[src/sha256_pkg.sv]
package sha256_pkg;

	// One 32-bit algorithm word
	typedef logic [31:0] word_t;

	// Final hash, H0 sits at the most significant end
	typedef logic [255:0] digest_t;

	// Round index 0 to 63
	typedef logic [5:0] round_t;

	// Working variables, a is the most significant word
	typedef struct packed {
		word_t a;
		word_t b;
		word_t c;
		word_t d;
		word_t e;
		word_t f;
		word_t g;
		word_t h;
	} working_state_t;

	// Block sequencing states
	typedef enum logic [2:0] {
		idle,
		read_pipe,
		fill_w,
		pad,
		compress,
		block_done,
		done
	} block_state_e;

	// Round constants K0 to K63
	localparam word_t round_k [64] = '{
		32'h428a2f98, 32'h71374491, 32'hb5c0fbcf, 32'he9b5dba5,
		32'h3956c25b, 32'h59f111f1, 32'h923f82a4, 32'hab1c5ed5,
		32'hd807aa98, 32'h12835b01, 32'h243185be, 32'h550c7dc3,
		32'h72be5d74, 32'h80deb1fe, 32'h9bdc06a7, 32'hc19bf174,
		32'he49b69c1, 32'hefbe4786, 32'h0fc19dc6, 32'h240ca1cc,
		32'h2de92c6f, 32'h4a7484aa, 32'h5cb0a9dc, 32'h76f988da,
		32'h983e5152, 32'ha831c66d, 32'hb00327c8, 32'hbf597fc7,
		32'hc6e00bf3, 32'hd5a79147, 32'h06ca6351, 32'h14292967,
		32'h27b70a85, 32'h2e1b2138, 32'h4d2c6dfc, 32'h53380d13,
		32'h650a7354, 32'h766a0abb, 32'h81c2c92e, 32'h92722c85,
		32'ha2bfe8a1, 32'ha81a664b, 32'hc24b8b70, 32'hc76c51a3,
		32'hd192e819, 32'hd6990624, 32'hf40e3585, 32'h106aa070,
		32'h19a4c116, 32'h1e376c08, 32'h2748774c, 32'h34b0bcb5,
		32'h391c0cb3, 32'h4ed8aa4a, 32'h5b9cca4f, 32'h682e6ff3,
		32'h748f82ee, 32'h78a5636f, 32'h84c87814, 32'h8cc70208,
		32'h90befffa, 32'ha4506ceb, 32'hbef9a3f7, 32'hc67178f2
	};

	// Standard initial hash value H0 to H7
	localparam working_state_t initial_hash = '{
		a: 32'h6a09e667, b: 32'hbb67ae85, c: 32'h3c6ef372, d: 32'ha54ff53a,
		e: 32'h510e527f, f: 32'h9b05688c, g: 32'h1f83d9ab, h: 32'h5be0cd19
	};

endpackage

[src/stream_pkg.sv]
package stream_pkg;

	// Valid bytes in one input beat, 1 to 4
	typedef logic [2:0] byte_count_t;

	// One host beat
	// Bytes are left-aligned, first byte in bits 31:24
	typedef struct packed {
		sha256_pkg::word_t data;
		byte_count_t       bytes_valid;
	} stream_beat_t;

	// Message length in bytes
	typedef logic [31:0] msg_len_t;

endpackage

[src/byte_input_fifo.sv]
module byte_input_fifo #(
	parameter int DEPTH_WORDS = 32
) (
	input  logic                             clk,
	input  logic                             rst,
	input  logic                             wr,
	input  stream_pkg::stream_beat_t         beat,
	input  logic                             flush,
	input  logic                             rd,
	output sha256_pkg::word_t                dout,
	output logic [$clog2(DEPTH_WORDS+1)-1:0] rsize
);

	localparam int AW = $clog2(DEPTH_WORDS);
	localparam int CW = $clog2(DEPTH_WORDS + 1);

	// Word storage and pointers
	sha256_pkg::word_t mem [DEPTH_WORDS];
	logic [AW-1:0]     wr_ptr;
	logic [AW-1:0]     rd_ptr;
	logic [CW-1:0]     count;

	// Pending partial word, unused bytes kept at zero
	sha256_pkg::word_t part_data;
	logic [1:0]        part_cnt;

	// Byte shifter
	stream_pkg::byte_count_t in_cnt;
	sha256_pkg::word_t       in_data;
	logic [63:0]             merged;
	logic [2:0]              total;
	logic                    full_word;
	logic [1:0]              rem_cnt;
	sha256_pkg::word_t       rem_word;
	logic                    flush_word;
	logic [1:0]              n_push;

	// Circular increment, depth need not be a power of two
	function automatic logic [AW-1:0] ptr_inc(input logic [AW-1:0] p);
		if (p == AW'(DEPTH_WORDS - 1)) begin
			return '0;
		end
		return p + 1'b1;
	endfunction

	//////////////////////////////
	// Merge beat with partial word
	//////////////////////////////

	always_comb begin
		in_cnt = wr ? beat.bytes_valid : '0;
		// Mask off bytes past the valid count
		in_data = beat.data & ~(32'hffff_ffff >> {in_cnt, 3'b000});
		// New bytes land right after the pending ones
		merged = {part_data, 32'h0} | ({in_data, 32'h0} >> {part_cnt, 3'b000});
		total = {1'b0, part_cnt} + in_cnt;
		full_word = total[2];
		// Leftover count is total mod 4 either way
		rem_cnt = total[1:0];
		rem_word = full_word ? merged[31:0] : merged[63:32];
		// Flush commits the leftover bytes as a zero-filled word
		flush_word = flush && (rem_cnt != 2'd0);
		n_push = {1'b0, full_word} + {1'b0, flush_word};
	end

	//////////////////////////////
	// Storage
	//////////////////////////////

	// Up to two words per cycle when a beat and a flush coincide
	always_ff @(posedge clk) begin
		if (full_word) begin
			mem[wr_ptr] <= merged[63:32];
		end
		if (flush_word) begin
			mem[full_word ? ptr_inc(wr_ptr) : wr_ptr] <= rem_word;
		end
	end

	always_ff @(posedge clk) begin
		if (rst) begin
			wr_ptr <= '0;
			rd_ptr <= '0;
			count <= '0;
			part_data <= '0;
			part_cnt <= '0;
			dout <= '0;
		end else begin
			if (n_push == 2'd1) begin
				wr_ptr <= ptr_inc(wr_ptr);
			end else if (n_push == 2'd2) begin
				wr_ptr <= ptr_inc(ptr_inc(wr_ptr));
			end
			// Registered read port
			if (rd) begin
				rd_ptr <= ptr_inc(rd_ptr);
				dout <= mem[rd_ptr];
			end
			count <= count + CW'(n_push) - CW'(rd);
			if (flush) begin
				part_data <= '0;
				part_cnt <= '0;
			end else begin
				part_data <= rem_word;
				part_cnt <= rem_cnt;
			end
		end
	end

	// Complete words only
	assign rsize = count;

endmodule

[config.mk]
export PLATFORM = sky130hd
export DESIGN_NAME = byte_input_fifo
export DESIGN_NICKNAME = d
export VERILOG_FILES = /design/src/sha256_pkg.sv /design/src/stream_pkg.sv /design/src/byte_input_fifo.sv
export SDC_FILE = /design/constraint.sdc
export NUM_CORES = 2
export LEC_CHECK = 0
export ABC_AREA = 1
export BUFFER_PORTS_ARGS = -buffer_cell sky130_fd_sc_hd__buf_4
export CORE_MARGIN = 1
export CORE_UTILIZATION = 53
export DETAILED_ROUTE_END_ITERATION = 7
export PLACE_DENSITY = 0.71
export SETUP_SLACK_MARGIN = 0.2
export SLEW_MARGIN = 25
export SYNTH_ARGS = -nofsm -noshare
export SYNTH_HDL_FRONTEND = slang
export SYNTH_SLANG_ARGS = --single-unit
[constraint.sdc]
create_clock -name clk -period 4.8 [get_ports clk]
set_clock_uncertainty 0.1 [all_clocks]
set_input_delay 0.24 -clock clk [delete_from_list [all_inputs] [get_ports clk]]
set_output_delay 0.24 -clock clk [all_outputs]
set_load 0.05 [all_outputs]
==> qor.json <==
{
  "startpoint_type": "flip-flop",
  "worst-endpoint-required_ps": 5300,
  "tightestPinTransition_ps": 1130,
  "cts_htree_levels": 3,
  "synth_top_cell_area_share_pct": 52.6,
  "grt_first_pass_wirelength_um": 304000,
  "avgSynthCellArea_um2": 7.89,
  "number_of_top_level_pins": 78,
  "synth-warning-count": 0,
  "clk_pin_slew_ps": 70,
  "die_area_um2": 112000,
  "share_comb_of_total_power_pct": 15.7,
  "nNetsFinal": 7282,
  "nFillCells": 9403,
  "rows": 121,
  "drc_errors": 0,
  "hold_viol": 0,
  "place.detailed.hpwl_um": 123000,
  "die-width_um": 334,
  "setup_violations": 0,
  "sequential_to_total_area_share_from_yosys_stat_pct": 55.5,
  "vias": 52306,
  "cts_root_buf": "sky130_fd_sc_hd__clkbuf_16",
  "synth.cell_area_um2": 58400,
  "grt_max_degree": 175,
  "power_frac_clock_pct": 38.3,
  "design.core.area_um2": 109000,
  "globalRoute.totalOverflow": 0,
  "grt_pass1_vias": 49577,
  "firstDrtPassIters": 8,
  "synth.ff_latch_count": 1106,
  "critical_path_arrival_ps": 4680,
  "timing_max_transition_violations_final": 0,
  "postCtsSetupBuffers": 0,
  "starting_density_pct": 53.6,
  "grt_setup_unrepaired": "false",
  "fmax_ghz": 0.239,
  "timing.max_slew.rel_slack_pct": 24.4,
  "post_synth_num_cell_types": 30,
  "power_density_nw_per_um2": 369,
  "setup.worst_path.end_class": "flip-flop",
  "cts_inserted_buffers": 114,
  "cts_tree": "yes",
  "layout.cell_area.non_filler_um2": 64800,
  "vias_cell": 5.99,
  "antenna_found_initial": 3,
  "die_height_um": 334,
  "netSwitchingPower_mw": 6.78,
  "drt-total-wl_um": 203000,
  "post_synth_main_area_contributors": "sky130_fd_sc_hd__edfxtp_1 (53%), sky130_fd_sc_hd__nand2_1 (26%), sky130_fd_sc_hd__nand3_1 (6.4%), sky130_fd_sc_hd__dfxtp_1 (2.8%), sky130_fd_sc_hd__clkbuf_1 (2.3%)",
  "tritoncts_num_sinks": 1106,
  "count_of_buffers_from_port_buffering": 77,
  "cts_buffer_depth": 3,
  "yosysTopAreaCell": "sky130_fd_sc_hd__edfxtp_1",
  "share_seq_of_total_power_pct": 46.0,
  "areaGrowthSynthToFinish_pct": 10.9,
  "sw_share_pct": 28.4,
  "outcome": "finished, final reports clean",
  "cell_internal_pwr_mw": 17.1,
  "worst_hold_margin_ps": 102,
  "gr-usage-all-layers_pct": 36.0,
  "drive_above_1_share_pct": 7.63,
  "cap_viol_max_count": 0,
  "tns_ps": 0,
  "drt_iter0_markers": 7694,
  "design_power_total_mw": 23.9,
  "hold_wc_path_type": "in -> reg",
  "multi_input_comb_area_um2": 23400,
  "ir_drop_uv": 360,
  "critical_path_class": "reg -> reg",
  "post_synth_inst_count": 7404,
  "final.min_clock_period_ps": 4180,
  "postLayoutCoreUtil_pct": 59.4,
  "clk_latency_ps": 720,
  "drt-wirelength-per-cell_um": 23.3,
  "leakage_nw": 28.0,
  "worst-path-max-fanout": 8,
  "globalplace.congestion": 1.02,
  "postSynthNetCount": 7464,
  "detail-route-antenna-nets": 0,
  "timing.final.crit_share_pct": 87.0,
  "postPlaceCellArea_um2": 60700,
  "sequential_cell_area_um2": 32400
}
-- state kept, by name, indices dropped and copies added, names as in the netlist --
name	cells
mem	1024
part_cnt	2
rd_ptr	5
part_data	32
dout	32
rsize	6
wr_ptr	5
-- synth_stat cells --
master / instances
sky130_fd_sc_hd__xor2_1: 3
sky130_fd_sc_hd__clkbuf_1: 358
sky130_fd_sc_hd__clkinv_1: 3
sky130_fd_sc_hd__inv_2: 10
sky130_fd_sc_hd__nand2_2: 2
sky130_fd_sc_hd__or2_2: 1
sky130_fd_sc_hd__edfxtp_1: 1024
sky130_fd_sc_hd__o21ai_1: 14
sky130_fd_sc_hd__o21ai_0: 135
sky130_fd_sc_hd__nand3_1: 750
sky130_fd_sc_hd__a21oi_1: 115
sky130_fd_sc_hd__o21bai_1: 8
sky130_fd_sc_hd__inv_1: 131
sky130_fd_sc_hd__buf_4: 1
sky130_fd_sc_hd__nor2_2: 1
sky130_fd_sc_hd__ha_1: 19
sky130_fd_sc_hd__nand3_2: 5
sky130_fd_sc_hd__a211oi_1: 1
sky130_fd_sc_hd__nand4_1: 17
sky130_fd_sc_hd__nor2_1: 244
sky130_fd_sc_hd__a21oi_2: 1
sky130_fd_sc_hd__nor3_1: 6
sky130_fd_sc_hd__fa_1: 1
sky130_fd_sc_hd__buf_1: 124
sky130_fd_sc_hd__a21boi_0: 89
sky130_fd_sc_hd__dfxtp_1: 82
sky130_fd_sc_hd__o211ai_1: 71
sky130_fd_sc_hd__buf_2: 142
sky130_fd_sc_hd__nand2_1: 4045
sky130_fd_sc_hd__a221oi_1: 1
-- layout make-up --
class                      count  area share, %
timing repair buffer         327           4.36
clock buffer                 150           4.87
tap                         1414           2.73
antenna                        1        0.00386
inverter                     144          0.858
clock inverter                57          0.933
multi-input combinational   5529           36.2
sequential                  1106           50.0
-- logic make-up (layout without fill, tap and decap cells) --
family                   Yosys count  in the layout  share of synthesized area (%)
AND/OR/NAND/NOR                 5071           5071                           34.3
flip-flops                      1106           1106                           55.5
buffers and inverters            769            678                           5.25
AO/OA/AOI/OAI                    435            435                           4.46
adder cells (fa/ha/maj)           20             20                          0.441
XOR/XNOR                           3              3                         0.0450
other                              0              1                              0
-- cells in the final DEF (no fill, tap or decap), drive strengths merged --
master,count
a221oi,1
bufinv,13
fa,1
nor3,6
o21ai,149
inv,141
edfxtp,1024
dlygate4sd3,30
or2,1
nand3,755
xor2,3
diode,1
clkinvlp,3
dfxtp,82
a21oi,116
nand2,4047
buf,297
a21boi,89
nor2,245
a211oi,1
clkinv,44
ha,19
o211ai,71
clkbuf,150
nand4,17
o21bai,8
-- path summary, 6_finish.rpt --
kind,depth (start not counted),startpoint,slack (ps),to
setup / recovery,16,part_cnt[0],620,rsize[4]
hold reg to reg,4,dout[12],450,dout[12]
setup reg to reg,16,part_cnt[0],620,rsize[4]
hold / removal,6,wr,100,part_cnt[1]
-- metal layers --
layer	routed length, um	track usage [%]	share of wire, %	vias to the layer above
li1	-	-	-	23603
met1	73600	47.0	36	24396
met2	92000	56.4	45	3660
met3	28100	8.92	14	645
met4	9210	16.8	4.5	2
met5	8	0	0.0039	-
-- critical path, stage by stage (launching register included) --
cell                            delay, ps
sky130_fd_sc_hd__dfxtp_1              310
sky130_fd_sc_hd__nand3_1              110
sky130_fd_sc_hd__dlygate4sd3_1        580
sky130_fd_sc_hd__nand2_1               90
sky130_fd_sc_hd__a21oi_2              540
sky130_fd_sc_hd__inv_1                100
sky130_fd_sc_hd__ha_1                 370
sky130_fd_sc_hd__clkinv_1             310
sky130_fd_sc_hd__ha_1                 400
sky130_fd_sc_hd__inv_1                 60
sky130_fd_sc_hd__ha_1                 150
sky130_fd_sc_hd__inv_1                 60
sky130_fd_sc_hd__fa_1                 460
sky130_fd_sc_hd__nor2_1               130
sky130_fd_sc_hd__a211oi_1              60
sky130_fd_sc_hd__o21ai_0              180
sky130_fd_sc_hd__a21oi_1               60
-- repair_timing --
action                    CTS  global route
hold endpoints to repair   41             0
gates resized for setup     0             0
hold buffers               30             0
-- power by group through the flow --
stage                     registers (mW)  clock network, mW  logic [mW]
after global placement              11.2                  0        3.51
after global routing                11.0               9.48        4.06
after floorplan                     11.3                  0        2.16
after detailed placement            11.2                  0        3.60
after CTS                           11.0               9.14        3.64
final                               11.0               9.16        3.75
-- through the flow --
stage / instances / setup WS, ps
final: 8728 / 622
after floorplan: 7404 / -187
after global placement: 8484 / 809
after detailed placement: 8488 / 761
after global routing: 8727 / 355
after CTS: 8725 / 774
Power figures use the tool's default switching activity.
