## src/sha256_pkg.sv

```systemverilog
package sha256_pkg;

	// One 32-bit algorithm word
	typedef logic [31:0] word_t;

	// Final hash, H0 sits at the most significant end
	typedef logic [255:0] digest_t;

	// Round index 0 to 63
	typedef logic [5:0] round_t;

	// Working variables, a is the most significant word
	typedef struct packed {
		word_t a;
		word_t b;
		word_t c;
		word_t d;
		word_t e;
		word_t f;
		word_t g;
		word_t h;
	} working_state_t;

	// Block sequencing states
	typedef enum logic [2:0] {
		idle,
		read_pipe,
		fill_w,
		pad,
		compress,
		block_done,
		done
	} block_state_e;

	// Round constants K0 to K63
	localparam word_t round_k [64] = '{
		32'h428a2f98, 32'h71374491, 32'hb5c0fbcf, 32'he9b5dba5,
		32'h3956c25b, 32'h59f111f1, 32'h923f82a4, 32'hab1c5ed5,
		32'hd807aa98, 32'h12835b01, 32'h243185be, 32'h550c7dc3,
		32'h72be5d74, 32'h80deb1fe, 32'h9bdc06a7, 32'hc19bf174,
		32'he49b69c1, 32'hefbe4786, 32'h0fc19dc6, 32'h240ca1cc,
		32'h2de92c6f, 32'h4a7484aa, 32'h5cb0a9dc, 32'h76f988da,
		32'h983e5152, 32'ha831c66d, 32'hb00327c8, 32'hbf597fc7,
		32'hc6e00bf3, 32'hd5a79147, 32'h06ca6351, 32'h14292967,
		32'h27b70a85, 32'h2e1b2138, 32'h4d2c6dfc, 32'h53380d13,
		32'h650a7354, 32'h766a0abb, 32'h81c2c92e, 32'h92722c85,
		32'ha2bfe8a1, 32'ha81a664b, 32'hc24b8b70, 32'hc76c51a3,
		32'hd192e819, 32'hd6990624, 32'hf40e3585, 32'h106aa070,
		32'h19a4c116, 32'h1e376c08, 32'h2748774c, 32'h34b0bcb5,
		32'h391c0cb3, 32'h4ed8aa4a, 32'h5b9cca4f, 32'h682e6ff3,
		32'h748f82ee, 32'h78a5636f, 32'h84c87814, 32'h8cc70208,
		32'h90befffa, 32'ha4506ceb, 32'hbef9a3f7, 32'hc67178f2
	};

	// Standard initial hash value H0 to H7
	localparam working_state_t initial_hash = '{
		a: 32'h6a09e667, b: 32'hbb67ae85, c: 32'h3c6ef372, d: 32'ha54ff53a,
		e: 32'h510e527f, f: 32'h9b05688c, g: 32'h1f83d9ab, h: 32'h5be0cd19
	};

endpackage

```

## src/stream_pkg.sv

```systemverilog
package stream_pkg;

	// Valid bytes in one input beat, 1 to 4
	typedef logic [2:0] byte_count_t;

	// One host beat
	// Bytes are left-aligned, first byte in bits 31:24
	typedef struct packed {
		sha256_pkg::word_t data;
		byte_count_t       bytes_valid;
	} stream_beat_t;

	// Message length in bytes
	typedef logic [31:0] msg_len_t;

endpackage

```

## src/sha256_controller.sv

```systemverilog
module sha256_controller (
	input  logic                    clk,
	input  logic                    rst,
	input  logic                    start,
	input  logic                    update,
	input  stream_pkg::byte_count_t bytes_valid,
	input  logic                    finalize,
	input  logic [6:0]              fifo_rsize,
	output logic                    fifo_rd,
	output logic                    fifo_flush,
	output logic                    load_word,
	output logic                    clear_tail,
	output logic                    pad_msg,
	output logic                    put_length,
	output logic                    schedule_step,
	output logic                    init_iv,
	output logic                    save_prev,
	output logic                    comp_step,
	output logic                    add_prev,
	output logic                    hash_valid,
	output stream_pkg::msg_len_t    msg_len
);

	sha256_pkg::block_state_e state;
	sha256_pkg::block_state_e state_next;
	sha256_pkg::round_t       rnd;

	// Reads issued this block, and a read whose word arrives now
	logic [4:0] rd_cnt;
	logic       rd_pend;

	// Finalize seen, 0x80 already placed, byte offset of the current block
	logic                 fin_pend;
	logic                 marker_done;
	stream_pkg::msg_len_t blk_base;
	stream_pkg::msg_len_t remaining;

	logic pad_blk;
	logic last_blk;
	logic fill_end;

	//////////////////////////////
	// Block classification
	//////////////////////////////

	assign remaining = msg_len - blk_base;
	// Marker or length belongs to this block
	assign pad_blk = fin_pend && (marker_done || remaining < 32'd64);
	// Length fits only with 55 bytes or less in the block
	assign last_blk = pad_blk && (marker_done || remaining <= 32'd55);

	//////////////////////////////
	// Strobes
	//////////////////////////////

	assign fifo_flush = finalize;
	assign init_iv = start;
	assign fifo_rd = (state == sha256_pkg::read_pipe || state == sha256_pkg::fill_w)
		&& rd_cnt < 5'd16 && fifo_rsize != 7'd0;
	assign load_word = (state == sha256_pkg::fill_w) && rd_pend;
	// Fill stops on the last arriving word, or at once when nothing was read
	assign fill_end = !rd_pend || !fifo_rd;
	assign save_prev = (state == sha256_pkg::read_pipe);
	assign clear_tail = (state == sha256_pkg::pad);
	assign pad_msg = (state == sha256_pkg::pad) && !marker_done;
	assign put_length = (state == sha256_pkg::pad) && last_blk;
	assign schedule_step = (state == sha256_pkg::compress);
	assign comp_step = (state == sha256_pkg::compress);
	assign add_prev = (state == sha256_pkg::block_done);
	assign hash_valid = (state == sha256_pkg::done);

	//////////////////////////////
	// Next state
	//////////////////////////////

	always_comb begin
		state_next = state;
		case (state)
			sha256_pkg::idle: begin
				// A full block is waiting, or the message is over
				if (fin_pend || fifo_rsize >= 7'd16) begin
					state_next = sha256_pkg::read_pipe;
				end
			end
			sha256_pkg::read_pipe: state_next = sha256_pkg::fill_w;
			sha256_pkg::fill_w: begin
				if (fill_end) begin
					state_next = pad_blk ? sha256_pkg::pad : sha256_pkg::compress;
				end
			end
			sha256_pkg::pad: state_next = sha256_pkg::compress;
			sha256_pkg::compress: begin
				if (rnd == 6'd63) begin
					state_next = sha256_pkg::block_done;
				end
			end
			// Extra padding block loops back through idle
			sha256_pkg::block_done: state_next = last_blk ? sha256_pkg::done : sha256_pkg::idle;
			default: state_next = sha256_pkg::idle;
		endcase
	end

	always_ff @(posedge clk) begin
		if (rst) begin
			state <= sha256_pkg::idle;
			rnd <= '0;
			rd_cnt <= '0;
			rd_pend <= 1'b0;
			fin_pend <= 1'b0;
			marker_done <= 1'b0;
			blk_base <= '0;
			msg_len <= '0;
		end else begin
			state <= state_next;
			rd_pend <= fifo_rd;
			if (state == sha256_pkg::idle) begin
				rd_cnt <= '0;
			end else if (fifo_rd) begin
				rd_cnt <= rd_cnt + 5'd1;
			end
			// Wraps back to zero after round 63
			if (state == sha256_pkg::compress) begin
				rnd <= rnd + 6'd1;
			end
			// Byte count of the message
			if (start) begin
				msg_len <= '0;
			end else if (update) begin
				msg_len <= msg_len + 32'(bytes_valid);
			end
			if (state == sha256_pkg::block_done) begin
				blk_base <= blk_base + 32'd64;
				marker_done <= marker_done | pad_blk;
			end
			if (finalize) begin
				fin_pend <= 1'b1;
			end
			// New message or finished hash
			if (start || state == sha256_pkg::done) begin
				fin_pend <= 1'b0;
				marker_done <= 1'b0;
				blk_base <= '0;
			end
		end
	end

endmodule

```

## config.mk

```make
export PLATFORM = sky130hd
export DESIGN_NAME = sha256_controller
export DESIGN_NICKNAME = d
export VERILOG_FILES = /design/src/sha256_pkg.sv /design/src/stream_pkg.sv /design/src/sha256_controller.sv
export SDC_FILE = /design/constraint.sdc
export NUM_CORES = 1
export LEC_CHECK = 0
export BUFFER_PORTS_ARGS = -buffer_cell sky130_fd_sc_hd__buf_2
export CORE_UTILIZATION = 45
export CTS_BUF_LIST = sky130_fd_sc_hd__clkbuf_4 sky130_fd_sc_hd__clkbuf_8 sky130_fd_sc_hd__clkbuf_16
export DETAILED_ROUTE_END_ITERATION = 8
export MAX_ROUTING_LAYER = met4
export PLACE_DENSITY_LB_ADDON = 0.05
export SYNTH_ARGS = -nofsm -noshare
export SYNTH_HDL_FRONTEND = slang
export SYNTH_SLANG_ARGS = --single-unit
```

## constraint.sdc

```tcl
create_clock -name clk -period 5.4 [get_ports clk]
set_input_delay 0.54 -clock clk [delete_from_list [all_inputs] [get_ports clk]]
set_output_delay 0.54 -clock clk [all_outputs]
set_load 0.01 [all_outputs]
```

==> results.sh, run 1 <==
export IMPL_status="finished clean"
export IMPL_worstReg2RegStart="msg_len[6]"
export IMPL_fin_area_mm2=0.00598
export IMPL_die_y_um=111
export IMPL_fmax_ghz=0.220
export IMPL_ant_nets=0
export IMPL_htree_levels=3
export IMPL_whs_endpoint="fin_pend"
export IMPL_syn_inst=685
export IMPL_routed_wl_mm=13.7
export IMPL_drtPass1Iterations=5
export IMPL_clock_path_buffers=2
export IMPL_synthFlopType="dfxtp_1"
export IMPL_gr_total_overflow=0
export IMPL_synth_async_reset_ratio_pct=0
export IMPL_fin_ws_ns=0.845
export IMPL_fin_crit_ns=4.56
export IMPL_hold_path_class="input pin to flip-flop"
export IMPL_start_kind="flip-flop"
export IMPL_synth_xor_area_share_pct=10.6
export IMPL_ys_seq_area_share_pct=28.0
export IMPL_max_stage_delay_ns=0.51
export IMPL_finalHoldViolations=0
export IMPL_avgSynthCellArea_um2=7.82
export IMPL_routedWlPerCell_um=15.7
export IMPL_slew_violations=0
export IMPL_final_core_util_pct=52.0
export IMPL_fin_tns_setup_ns=0
export IMPL_power_density_mw_per_mm2=238
export IMPL_internal_power_mw=1.08
export IMPL_vias=4919
export IMPL_grt_antenna_before_repair=0
export IMPL_clkLatencyLatePin_ns=0.33
export IMPL_cts_sinks=75
export IMPL_gp_congestion=0.897
export IMPL_finalCritPeriodShare_pct=84.4
export IMPL_critPathCaptureType="output pin"
export IMPL_path_delay_family="simple AND/OR/NAND/NOR gates"
export IMPL_initial_utilization_pct=46.5
export IMPL_ys_top_cells_by_count="96 x nor2_1, 75 x dfxtp_1, 57 x nand2_1"
export IMPL_crit_path_top_delay_cell="or4_4"
export IMPL_clkTransAtPathRegs_ns=0.06
export IMPL_grt_pass1_wl_mm=22.5
export IMPL_synth_edf_count=0
export IMPL_die_w_um=111
export IMPL_pre_cts_slack_ns=1.26
export IMPL_syn_num_nets=733
export IMPL_core_area_mm2=0.0115
export IMPL_fp_dieArea_mm2=0.0123
export IMPL_path_class="flip-flop to output pin"
export IMPL_cts_buffers=9
export IMPL_cp_required_ns=4.86
export IMPL_p_clk_share_pct=47.7
export IMPL_hold_depth=3
export IMPL_grt_pass1_vias=4673
export IMPL_synth_top_family_by_area="simple AND/OR/NAND/NOR gates"
export IMPL_synth_seq_cells=75
export IMPL_busiest_layer="met2"
export IMPL_ioPinCount=59
export IMPL_path_max_fanout=8
export IMPL_skew_ns=0.00840
export IMPL_rows=39
export IMPL_critPathBufInv=3
export IMPL_synth_compound_area_share_pct=18.7
export IMPL_critPathLaunch="msg_len[6]"
export IMPL_p_switching_mw=0.339
export IMPL_syn_cell_area_mm2=0.00536
export IMPL_relSlewSlack_pct=40.2
export IMPL_use_met2_pct=37.4
export IMPL_drc=0
export IMPL_synthMostInstantiatedCell="nor2_1"
export IMPL_crit_chain="inv_1, ha_1, inv_1, fa_1, a21o_1, a221oi_2, nand3b_2, a211oi_1, nor2b_2, xnor2_1, or4_4, nor4_4, o32ai_1, nor2_1, buf_2"
export IMPL_power_frac_seq_pct=41.6
export IMPL_synth_mux_area_share_pct=1.31
export IMPL_worst_pin_slew_ns=0.895
export IMPL_cts_resized=0
export IMPL_hpwl_mm=10.6
export IMPL_holdBufCountCts=0
export IMPL_io_buffers=58
export IMPL_drt_iter0_markers=190
export IMPL_nets=772
export IMPL_synth_top_area_cell="dfxtp_1"
export IMPL_pwr_share_comb_pct=10.7
export IMPL_cts_tree="yes"
export IMPL_track_usage_pct=23.4
export IMPL_n_antenna_cell=0
export IMPL_max_vdd_ir_drop_v=0.000184
export IMPL_crit_top_cell="inv_1"
export IMPL_power_share_switching_pct=23.8
export IMPL_leakagePower_nw=2.54
export IMPL_synthDistinctLibCells=77
export IMPL_synth_warning_count=0
export IMPL_area_growth_pct=11.7
export IMPL_postCtsSetupRepairBufs=0
export IMPL_grt_util_met3_pct=4.21
export IMPL_ff2ff_setup_slack_ns=1.49
export IMPL_synthSimpleGateAreaFrac_pct=27.3
export IMPL_dpl_instance_area_mm2=0.00564
export IMPL_grt_max_degree=34
export IMPL_cp_arrival_ns=4.02
export IMPL_reg2reg_depth=13
export IMPL_final_layout_size_suffix_gt1_share_pct=14.0
export IMPL_synth_top_area_share_pct=28.0
export IMPL_synthTopCellsByArea="dfxtp_1 28%, ha_1 7.2%, nor2_1 6.7%"
export IMPL_maxCapViolations=0
export IMPL_cts_root_buf="clkbuf_16"
export IMPL_rsz0062_at_grt="no"
export IMPL_r2r_end="state[2]"
export IMPL_worstHoldStart="finalize"
export IMPL_synthAdderAreaFrac_pct=7.99
export IMPL_avgViaCountPerCell=5.64
export IMPL_met1_usage_pct=30.6
export IMPL_setup_viol=0
-- cells in the final DEF (no fill, tap or decap), types with 3 or more instances in the layout --
master and instances:
or3_1 13, o21ai_0 21, nor3_1 18, a21oi_1 44, nand3_1 22, xor2_1 27
nor4_1 7, dfxtp_1 75, or2_2 5, clkbuf_8 3, a211oi_1 8, ha_1 31
o2bb2ai_1 3, mux2i_1 7, and4_1 8, o21ai_1 4, and2_1 4, a211o_1 3
inv_1 37, o21a_1 8, and3_1 14, nand4_1 17, a21o_1 9, o21bai_1 3
nand2_1 57, xnor2_1 38, o211ai_1 4, a21o_2 4, nor2b_1 10, buf_2 58
nor2_1 96, clkbuf_16 9, o22ai_1 3
-- cell families (layout without fill, tap and decap cells) --
logic type	count (synthesis)	count (layout)
buffers and inverters	67	111
muxes	7	7
and+or+nand+nor	292	292
adders and majority gates	33	33
DFF	75	75
AOI/OAI and AO/OA	146	146
xor gates and xnor gates	65	65
-- routing by layer --
layer	vias to the layer above	wire length, um	share of wire, %
li1	2500	-	-
met1	2306	6690	49
met2	101	6290	46
met3	12	541	3.9
met4	0	181	1.3
met5	-	0	0
-- registers in the layout, summed over array words and instances (netlist names) --
register     cells
rnd              6
fin_pend         1
rd_pend          1
blk_base        26
msg_len         32
marker_done      1
rd_cnt           5
state            3
-- cell type report --
cell class,count,area (um^2)
fillers,1146,5530
multi-input cells,543,3530
flip-flops and latches,75,1500
repair buffers,58,290
clock buffers,13,274
well taps,143,179
inverters,37,139
clock inverters,3,68.8
-- worst register-to-register path, stage by stage (launching register included) --
cell,delay [ns]
dfxtp_1,0.44
inv_1,0.07
ha_1,0.22
inv_1,0.08
fa_1,0.40
or4_4,0.54
a311oi_2,0.19
o2111ai_1,0.16
or3_1,0.33
or4_1,0.52
nor4_1,0.27
nand4_1,0.26
o31ai_2,0.24
a31oi_1,0.06
-- power by group through the flow --
stage                     combinational (mW)  clock [mW]  sequential, mW
final                                  0.152       0.678           0.592
after global routing                   0.169       0.722           0.594
after CTS                              0.153       0.692           0.592
after detailed placement               0.152           0           0.604
after global placement                 0.149           0           0.603
after floorplan                        0.135           0           0.587
-- per-stage QoR --
stage / cells / power (mW) / hold slack [ns]
after CTS: 872 / 1.44 / 0.435
after detailed placement: 856 / 0.756 / 0.478
after global routing: 872 / 1.49 / 0.486
after global placement: 856 / 0.752 / 0.471
final: 872 / 1.42 / 0.434
after floorplan: 685 / 0.722 / 0.448
-- worst max path at each step --
stage	cells after the start	slack, ns	to
6_report	15	0.84	put_length
2_1_floorplan	13	1.65	put_length
4_1_cts	15	0.87	put_length
3_5_place_dp	15	1.26	put_length
5_1_grt	15	0.54	put_length
3_3_place_gp	15	1.34	put_length
Power figures use the tool's default switching activity.
==> inputs of run 2 (changes only) <==
clock period = 3.7 ns   (was 5.4 ns; I/O delays follow)
==> results.sh, run 2 (synthesis results as in run 1) <==
export IMPL_status="finished with violations"
export IMPL_violations="negative setup slack"
export IMPL_final_common_cell="nor2_1"
export IMPL_hold_ws_ns=0.272
export IMPL_fmax_ghz=0.258
export IMPL_core_area_mm2=0.0115
export IMPL_cp_required_ns=3.33
export IMPL_fin_tns_setup_ns=-0.175
export IMPL_ff2ff_setup_slack_ns=0.15
export IMPL_start_kind="flip-flop"
export IMPL_nets=839
export IMPL_finalCritPeriodShare_pct=105
export IMPL_critPathBufInv=3
export IMPL_cts_sinks=75
export IMPL_top_regs="msg_len (32), blk_base (26), rnd (6)"
export IMPL_fin_crit_ns=3.87
export IMPL_die_w_um=111
export IMPL_initial_utilization_pct=46.5
export IMPL_area_growth_pct=26.7
export IMPL_n_antenna_cell=0
export IMPL_leakagePower_nw=2.91
export IMPL_rows=39
export IMPL_io_buffers=58
export IMPL_worstReg2RegStart="msg_len[6]"
export IMPL_largest_reg_flops=32
export IMPL_worstHoldStart="finalize"
export IMPL_gp_congestion=0.885
export IMPL_power_density_mw_per_mm2=295
export IMPL_fin_ws_ns=-0.175
export IMPL_hpwl_mm=11.4
export IMPL_skew_ns=0.0103
export IMPL_cts_tree="yes"
export IMPL_finalHoldViolations=0
export IMPL_routed_wl_mm=14.8
export IMPL_setup_viol=1
export IMPL_vias=5143
export IMPL_grt_pass1_wl_mm=23.7
export IMPL_critPathLaunch="blk_base[7]"
export IMPL_grt_pass1_vias=4722
export IMPL_slew_violations=0
export IMPL_critPathCaptureType="output pin"
export IMPL_fp_dieArea_mm2=0.0123
export IMPL_path_max_fanout=5
export IMPL_ant_nets=0
export IMPL_drc=0
export IMPL_crit_chain="inv_4, ha_4, nor2b_4, o31ai_2, buf_4, a211oi_2, or3_1, a211o_1, or4_4, nor4_4, o32ai_2, nor2_1, buf_2"
export IMPL_final_layout_size_suffix_gt1_share_pct=29.1
export IMPL_top_register="msg_len"
export IMPL_clock_path_buffers=2
export IMPL_finalPower_mw=2.00
export IMPL_clkLatencyLatePin_ns=0.33
export IMPL_fin_cells=939
export IMPL_grt_max_degree=34
export IMPL_drtPass1Iterations=4
export IMPL_avgViaCountPerCell=5.48
export IMPL_cp_arrival_ns=3.50
export IMPL_cts_root_buf="clkbuf_16"
export IMPL_max_vdd_ir_drop_v=0.000224
export IMPL_pre_cts_slack_ns=0.00998
export IMPL_gr_total_overflow=0
export IMPL_holdBufCountCts=0
export IMPL_final_cell_mix="95 x nor2_1, 67 x buf_4, 58 x dfxtp_1, 58 x buf_2, 56 x nand2_1"
export IMPL_dp_cells=907
export IMPL_path_class="flip-flop to output pin"
export IMPL_worst_pin_slew_ns=0.809
export IMPL_grt_antenna_before_repair=0
export IMPL_maxCapViolations=0
export IMPL_relSlewSlack_pct=46.0
export IMPL_drt_iter0_markers=318
export IMPL_max_stage_delay_ns=0.50
export IMPL_routedWlPerCell_um=15.8
export IMPL_cts_buffers=9
export IMPL_track_usage_pct=24.7
export IMPL_crit_path_top_delay_cell="or4_4"
export IMPL_rsz0062_at_grt="yes"
export IMPL_clkTransAtPathRegs_ns=0.06
export IMPL_die_y_um=111
export IMPL_path_delay_family="simple AND/OR/NAND/NOR gates"
export IMPL_htree_levels=3
export IMPL_ioPinCount=59
export IMPL_hold_path_class="input pin to flip-flop"
run 2: per-layer routing:
| metal | global-route usage [%] | wire length, um | vias up | part of all wire, % |
|---|---|---|---|---|
| li1 | - | - | 2623 | - |
| met1 | 33.2 | 7200 | 2416 | 49 |
| met2 | 38.4 | 6820 | 89 | 46 |
| met3 | 4.48 | 649 | 15 | 4.4 |
| met4 | 5.77 | 165 | 0 | 1.1 |
| met5 | - | 0 | - | 0 |
run 2: report_power, final:
group	internal [mW]	switching, mW	total [mW]
sequential	0.827	0.0278	0.854
clock	0.560	0.338	0.898
combinational	0.117	0.135	0.251
total	1.50	0.500	2.00
run 2: layout make-up:
type	instances	area (um^2)
Fill cell	1071	4730
Inverter	37	141
Tap cell	143	179
Timing Repair Buffer	125	793
Clock inverter	5	58.8
Clock buffer	11	253
Sequential cell	75	1530
Multi-Input combinational cell	543	3830
run 2: what timing repair did:
action,4_1_cts,5_1_grt
setup endpoints to repair,1,2
resized for setup,11,73
endpoints found under the hold margin,0,0
pin swaps,11,24
buffers inserted,2,14
run 2: worst paths after layout:
kind	to	depth (start not counted)
max	put_length	13
max reg2reg	state[2]	13
min reg2reg	rnd[5]	2
min	fin_pend	3
run 2: through the flow:
step | instance area, um^2 | util [%]
2_1_floorplan | 5360 | -
3_3_place_gp | 6020 | 52.3
3_5_place_dp | 6020 | 52.3
4_1_cts | 6390 | 55.5
5_1_grt | 6780 | 58.9
6_report | 6780 | 58.9
run 2: worst min-delay path, cell delays in order:
cell    delay (ns)
buf_2         0.09
nor2_1        0.04
nor2_1        0.07
